File: src/merge_pkg.sv
// shared payload types for the two-lane stream merger, imported by the merger and the top level

package merge_pkg;

  // --------------------------------------------------------------------------
  // lane payloads
  // --------------------------------------------------------------------------

  // lane A, sensor sample
  // one 20-bit word, chan in the top nibble
  typedef struct packed {
    logic [3:0]  chan;
    logic [15:0] value;
  } sample_t;

  // lane B, event marker
  // one 16-bit word, code in the upper byte
  typedef struct packed {
    logic [7:0] code;
    logic [7:0] stamp;
  } marker_t;

  // --------------------------------------------------------------------------
  // merged output
  // --------------------------------------------------------------------------

  // body is as wide as the widest lane payload
  localparam int body_w = $bits(sample_t);

  // source tag of a merged word
  typedef enum logic {
    lane_a = 1'b0,
    lane_b = 1'b1
  } lane_e;

  // tagged output word, 21 bits
  // sample fills body as-is
  // marker sits zero-extended in the low 16 bits
  typedef struct packed {
    lane_e             src;
    logic [body_w-1:0] body;
  } merged_t;

endpackage
File: src/stream_merge_top.sv
// two-lane stream merger top, lane FIFOs side by side feeding the round-robin merger

`timescale 1ns/100ps

module stream_merge_top import merge_pkg::*; #(
  parameter int fifo_depth = 8
) (
  input  logic                              clk200,
  input  logic                              nrst,

  // lane A producer, sensor samples
  input  logic                              a_wr,
  input  sample_t                           a_data,

  // lane B producer, event markers
  input  logic                              b_wr,
  input  marker_t                           b_data,

  // lane status
  output logic                              a_full,
  output logic                              a_empty,
  output logic [$clog2(fifo_depth + 1)-1:0] a_cnt,
  output logic                              b_full,
  output logic                              b_empty,
  output logic [$clog2(fifo_depth + 1)-1:0] b_cnt,

  // merged stream
  output logic                              out_valid,
  output merged_t                           out_word
);

  // fall-through heads into the merger
  sample_t a_head;
  marker_t b_head;

  // merger read strobes
  logic a_pop;
  logic b_pop;

  // --------------------------------------------------------------------------
  // lane FIFOs
  // --------------------------------------------------------------------------

  fifo_single_clock_reg_v2 #(
    .depth     (fifo_depth),
    .payload_t (sample_t)
  ) i_fifo_a (
    .clk200 (clk200),
    .nrst   (nrst),
    .w_req  (a_wr),
    .w_data (a_data),
    .r_req  (a_pop),
    .r_data (a_head),
    .cnt    (a_cnt),
    .empty  (a_empty),
    .full   (a_full)
  );

  fifo_single_clock_reg_v2 #(
    .depth     (fifo_depth),
    .payload_t (marker_t)
  ) i_fifo_b (
    .clk200 (clk200),
    .nrst   (nrst),
    .w_req  (b_wr),
    .w_data (b_data),
    .r_req  (b_pop),
    .r_data (b_head),
    .cnt    (b_cnt),
    .empty  (b_empty),
    .full   (b_full)
  );

  // --------------------------------------------------------------------------
  // merger
  // --------------------------------------------------------------------------

  rr_merge i_merge (
    .clk200    (clk200),
    .nrst      (nrst),
    .a_head    (a_head),
    .a_empty   (a_empty),
    .b_head    (b_head),
    .b_empty   (b_empty),
    .a_pop     (a_pop),
    .b_pop     (b_pop),
    .out_valid (out_valid),
    .out_word  (out_word)
  );

endmodule

File: src/rr_merge.sv
// round-robin reader of the two lane FIFOs, registers one tagged merged word per pop

`timescale 1ns/100ps

module rr_merge import merge_pkg::*; (
  input  logic    clk200,
  input  logic    nrst,

  // lane A FIFO head, fall-through
  input  sample_t a_head,
  input  logic    a_empty,

  // lane B FIFO head, fall-through
  input  marker_t b_head,
  input  logic    b_empty,

  // read strobes back to the FIFOs
  // never both high
  output logic    a_pop,
  output logic    b_pop,

  // merged stream, no back-pressure
  output logic    out_valid,
  output merged_t out_word
);

  // --------------------------------------------------------------------------
  // arbitration
  // --------------------------------------------------------------------------

  // lane that wins the next contested cycle
  lane_e rr_ptr;

  // both lanes have a word waiting
  logic contested;

  assign contested = !a_empty && !b_empty;

  // sole non-empty lane always wins
  // on contention the pointer decides
  assign a_pop = !a_empty && (b_empty || (rr_ptr == lane_a));
  assign b_pop = !b_empty && (a_empty || (rr_ptr == lane_b));

  // pointer only moves on contested cycles
  // it then points at the lane that lost
  always_ff @(posedge clk200) begin
    if (!nrst) begin
      rr_ptr <= lane_a;
    end else if (contested) begin
      if (a_pop) begin
        rr_ptr <= lane_b;
      end else begin
        rr_ptr <= lane_a;
      end
    end
  end

  // --------------------------------------------------------------------------
  // word formatting
  // --------------------------------------------------------------------------

  // sample fills the whole body
  function automatic merged_t tag_sample(input sample_t s);
    merged_t w;
    w.src  = lane_a;
    w.body = s;
    return w;
  endfunction

  // marker zero-extended into the low bits
  function automatic merged_t tag_marker(input marker_t m);
    merged_t w;
    w.src  = lane_b;
    w.body = {{(body_w - $bits(marker_t)){1'b0}}, m};
    return w;
  endfunction

  // --------------------------------------------------------------------------
  // output register
  // --------------------------------------------------------------------------

  // valid for the cycle after each pop
  always_ff @(posedge clk200) begin
    if (!nrst) begin
      out_valid <= 1'b0;
    end else begin
      out_valid <= a_pop || b_pop;
    end
  end

  // payload, held when idle
  always_ff @(posedge clk200) begin
    if (a_pop) begin
      out_word <= tag_sample(a_head);
    end else if (b_pop) begin
      out_word <= tag_marker(b_head);
    end
  end

endmodule

File: src/fifo_single_clock_reg_v2.sv
// single-clock register FIFO in first-word-fall-through mode, payload type set per instance

`timescale 1ns/100ps

module fifo_single_clock_reg_v2 #(
  parameter int  depth     = 8,
  parameter type payload_t = logic [15:0]
) (
  input  logic                         clk200,
  input  logic                         nrst,

  // write side, plain strobe
  input  logic                         w_req,
  input  payload_t                     w_data,

  // read side, plain strobe
  // r_data always shows the head word
  input  logic                         r_req,
  output payload_t                     r_data,

  // status levels
  output logic [$clog2(depth + 1)-1:0] cnt,
  output logic                         empty,
  output logic                         full
);

  // --------------------------------------------------------------------------
  // sizes
  // --------------------------------------------------------------------------

  // pointer needs at least one bit even for a single-entry FIFO
  localparam int ptr_w = (depth > 1) ? $clog2(depth) : 1;

  // counter spans 0 .. depth inclusive
  localparam int cnt_w = $clog2(depth + 1);

  // highest slot index, pointers wrap after it
  localparam logic [ptr_w-1:0] last_slot = ptr_w'(depth - 1);

  // --------------------------------------------------------------------------
  // storage and control state
  // --------------------------------------------------------------------------

  // register array
  payload_t mem [depth];

  // next slot to write
  logic [ptr_w-1:0] wr_ptr;

  // slot holding the oldest word
  logic [ptr_w-1:0] rd_ptr;

  // requests that are actually taken this edge
  logic w_ok;
  logic r_ok;

  // advance a pointer, wrap at the last slot
  // depth need not be a power of two
  function automatic logic [ptr_w-1:0] ptr_next(input logic [ptr_w-1:0] ptr);
    logic [ptr_w-1:0] nxt;
    if (ptr == last_slot) begin
      nxt = '0;
    end else begin
      nxt = ptr + 1'b1;
    end
    return nxt;
  endfunction

  // --------------------------------------------------------------------------
  // request qualification
  // --------------------------------------------------------------------------

  // read while empty is ignored
  assign r_ok = r_req && !empty;

  // write while full only goes through together with a read
  // the freed head slot is the one wr_ptr points at
  assign w_ok = w_req && (!full || r_ok);

  // --------------------------------------------------------------------------
  // storage write
  // --------------------------------------------------------------------------

  always_ff @(posedge clk200) begin
    if (w_ok) begin
      mem[wr_ptr] <= w_data;
    end
  end

  // --------------------------------------------------------------------------
  // pointers and occupancy
  // --------------------------------------------------------------------------

  always_ff @(posedge clk200) begin
    if (!nrst) begin
      wr_ptr <= '0;
      rd_ptr <= '0;
      cnt    <= '0;
    end else begin
      if (w_ok) begin
        wr_ptr <= ptr_next(wr_ptr);
      end
      if (r_ok) begin
        rd_ptr <= ptr_next(rd_ptr);
      end

      // count moves only when exactly one side is taken
      case ({w_ok, r_ok})
        2'b10: begin
          cnt <= cnt + 1'b1;
        end
        2'b01: begin
          cnt <= cnt - 1'b1;
        end
        default: begin
          cnt <= cnt;
        end
      endcase
    end
  end

  // --------------------------------------------------------------------------
  // outputs
  // --------------------------------------------------------------------------

  // fall-through head, valid whenever not empty
  // stale slot content while empty, consumers look at empty first
  assign r_data = mem[rd_ptr];

  // flags straight from the counter
  // a write at edge N lowers empty right after edge N
  assign empty = (cnt == '0);
  assign full  = (cnt == cnt_w'(depth));

endmodule

File: config.mk
export PLATFORM = sky130hd
export DESIGN_NAME = stream_merge_top
export DESIGN_NICKNAME = d
export VERILOG_FILES = /design/src/merge_pkg.sv /design/src/stream_merge_top.sv /design/src/rr_merge.sv /design/src/fifo_single_clock_reg_v2.sv
export SDC_FILE = /design/constraint.sdc
export NUM_CORES = 1
export LEC_CHECK = 0
export ABC_AREA = 1
export BUFFER_PORTS_ARGS = -buffer_cell sky130_fd_sc_hd__buf_2
export CORE_UTILIZATION = 41
export DETAILED_ROUTE_END_ITERATION = 7
export GPL_TIMING_DRIVEN = 0
export MAX_ROUTING_LAYER = met4
export PLACE_DENSITY = 0.59
export RECOVER_POWER = 25
export SYNTH_ARGS = -nofsm -noshare
export SYNTH_HDL_FRONTEND = slang
export SYNTH_SLANG_ARGS = --single-unit
File: constraint.sdc
create_clock -name clk200 -period 3 [get_ports clk200]
set_input_delay 0.15 -clock clk200 [delete_from_list [all_inputs] [get_ports clk200]]
set_output_delay 0.15 -clock clk200 [all_outputs]
set_load 0.05 [all_outputs]
==> results_dict.tcl <==
set metrics [dict create \
    routed_wl_um 31930 \
    syn_area_um2 13360 \
    dieArea_um2 33320 \
    cts.sinks 337 \
    yosysTopAreaCell "edfxtp_1" \
    rsz0062_at_grt "false" \
    synth_xor_area_share_pct 0.2622 \
    grt_overflow_total 0 \
    synthFlopType "edfxtp_1" \
    insertion_delay_ns 0.52 \
    cpLargestDelayFamily "compound AO/OA/AOI/OAI gates" \
    synthAdderAreaFrac_pct 1.311 \
    async_flop_share_pct 0 \
    antenna_left 0 \
    synth.most_common_cell "edfxtp_1" \
    seq_area_um2 9829 \
    cp-start-kind "register" \
    antenna_found_initial 0 \
    worst_hold_slack_ns 0.4518 \
    fin_crit_ns 2.412 \
    setup_viol 0 \
    worst_pin_slew_ns 1.043 \
    relSlewSlack_pct 30.29 \
    fp-row-count 65 \
    required_ns 3.41 \
    drt_iter0_drc 827 \
    nFillCells 2807 \
    vias 8633 \
    track_usage_pct 20.23 \
    pwr_density_cell_nw_per_um2 928.8 \
    initial_core_util_pct 42.02 \
    fp.dieW_um 182.5 \
    critPathSlowestCell "dfxtp_1" \
    yosys.area_share.simple_pct 11.17 \
    yosysWarnings 0 \
    crit_type "reg -> reg" \
    synth_common_cells "edfxtp_1 (308), nor2_1 (254), o21ai_0 (160)" \
    place_inst 1596 \
    power.total_mw 15.01 \
    multi_input_area_um2 3201 \
    cts_max_level 2 \
    synthMuxAreaShare_pct 0 \
    critical-path-max-stage-delay_ns 0.44 \
    worstPathMaxFanout 11 \
    crit_buf_inv 4 \
    nets 1293 \
    max_freq_ghz 0.4146 \
    post-place-ws_ns 0.5812 \
    endpoint_kind "register" \
    irDropWorstVdd_mv 0.5107 \
    synthesis.nets 1119 \
    fin_util_pct 50.82 \
    hpwl_um 21550 \
    drt_pass1_iterations 5 \
    die_height_um 182.5 \
    cts.clk_slew.worst_paths_ns 0.06 \
    slew_viol_final 0 \
    p_int_mw 9.566 \
    clkPwrFrac_pct 29.4 \
    core_um2 31800 \
    io_buffers 73 \
    clockBufferDepth 3 \
    gp_congestion 0.7816 \
    pwr-share-comb_pct 31.9 \
    finalCritPeriodShare_pct 80.39 \
    viasPerCell 5.072 \
    cts_tree "yes" \
    synthCells 1065 \
    synth_top_area_share_pct 69.22 \
    cts_made_buffers 37 \
    p_seq_share_pct 38.8 \
    cp.arrival_ns 2.82 \
    syn_to_final_growth_pct 20.95 \
    finalWorstSetupSlack_ns 0.5882 \
    grt_pass1_wl_um 49180 \
    cts_resized 0 \
    status "completed" \
    final_hold_viol_count 0 \
    synth-edff-count 308 \
    fin_skew_ns 0.01617 \
    synth_area_per_cell_um2 12.55 \
    min_path_type "in -> reg" \
    io_pins 74 \
    synth_top_family_by_area "simple AND/OR/NAND/NOR gates" \
    crit_chain "nor2_2, nand3_2, inv_2, a21oi_4, buf_4, ha_1, nand2_1, inv_1, nor2_1, ha_1, a21oi_1, xnor2_1, o21ai_0, inv_1" \
    drive_gt1_share_pct 14.13 \
    yosysUniqueCellTypes 26 \
    p_sw_share_pct 36.27 \
    ys_seq_elements 337 \
    synth_compound_area_share_pct 10.76 \
    synth-seq-area-share_pct 73.56 \
    diodes 0 \
    finalNonFillerCells 1702 \
    drc 0 \
    wl_per_cell_um 18.76 \
    p_leak_nw 5.654 \
    drv_cap 0 \
    grt_max_degree 21 \
    ctsRootBufferMaster "clkbuf_16" \
    netlist_top_cells_area "edfxtp_1 (69%), nor2_1 (7.1%), o21ai_0 (6.0%)" \
    grt_pass1_vias 8615 \
    netSwitchingPower_mw 5.444 \
]
-- metrics by stage --
stage / TNS [ns] / instance area, um^2
2_1_floorplan: -31.22 / 13360
3_3_place_gp: -165.37 / 14270
3_5_place_dp: 0 / 14620
4_1_cts: 0 / 16190
5_1_grt: 0 / 16160
6_report: 0 / 16160
-- power by group through the flow --
stage          clock network [mW]  registers (mW)  logic, mW
3_5_place_dp                    0            5.92       4.78
3_3_place_gp                    0            5.92       4.69
4_1_cts                      4.49            5.82       4.83
5_1_grt                      4.67            5.86       5.29
6_report                     4.41            5.82       4.78
2_1_floorplan                   0            6.57       2.57
-- what timing repair did --
item / CTS / global route
hold buffers: 39 / 0
buffers inserted: 0 / 0
endpoints found under the hold margin: 295 / 0
setup endpoints to repair: 0 / 0
-- routing by layer --
layer | global-route usage (%) | share of wire [%]
met3 | 3.253 | 4.5
met4 | 6.353 | 2.4
met1 | 24.87 | 43
met5 | - | 0
met2 | 34.20 | 50
-- path summary, 6_finish.rpt --
kind         slack [ns]                           endpoint  cells past startpoint                               from
min reg2reg        0.45  i_merge.out_word[20]$_SDFFE_PN0P_                      2  i_merge.out_word[20]$_SDFFE_PN0P_
min                0.45       i_fifo_b.mem[3][9]$_DFFE_PP_                      2                          b_data[9]
max reg2reg        0.59       i_fifo_a.cnt[2]$_SDFFE_PN0P_                     14       i_fifo_a.cnt[0]$_SDFFE_PN0P_
max                0.59       i_fifo_a.cnt[2]$_SDFFE_PN0P_                     14       i_fifo_a.cnt[0]$_SDFFE_PN0P_
-- layout make-up --
type,count,share of cell area [%]
buffer,58,1.665
timing repair buffer,135,6.256
tap,435,3.368
multi-input combinational,638,19.80
inverter,32,0.7588
sequential,337,60.82
clock buffer,50,6.480
clock inverter,17,0.8439
-- registers in the layout, indices dropped and copies added, names as in the netlist, named ones only --
signal,cells
i_fifo_a.mem,160
i_fifo_b.mem,128
i_merge.out_word,21
i_fifo_a.cnt,4
i_fifo_b.cnt,4
i_fifo_a.rd_ptr,3
i_fifo_a.wr_ptr,3
i_fifo_b.rd_ptr,3
i_fifo_b.wr_ptr,3
i_merge.out_valid,1
i_merge.rr_ptr,1
-- worst reg2reg max path, stage by stage, from the launching register on --
cell     delay [ns]
dfxtp_1        0.44
nor2_2         0.08
nand3_2        0.11
inv_2          0.09
a21oi_4        0.29
buf_4          0.29
ha_1           0.24
nand2_1        0.07
inv_1          0.07
nor2_1         0.05
ha_1           0.17
a21oi_1        0.14
xnor2_1        0.09
o21ai_0        0.13
inv_1          0.05
-- placed cells by master, fill, tap and decap left out, types with 17 or more instances in the layout --
master and count:
edfxtp_1 308, nor2_1 246, o21ai_0 160, buf_2 69, o211ai_1 68, clkbuf_1 63, nand2_1 54, nand3_1 45
clkbuf_16 39, dlygate4sd3_1 39, dfxtp_1 29, inv_1 27, buf_6 18, a21oi_1 17
-- logic make-up after synthesis --
group / Yosys count
AND/OR/NAND/NOR: 370
flip-flops: 337
XOR/XNOR: 4
buffers and inverters: 90
adder cells (fa/ha/maj): 14
AO/OA/AOI/OAI: 250
(Power assumes the default switching activity.)
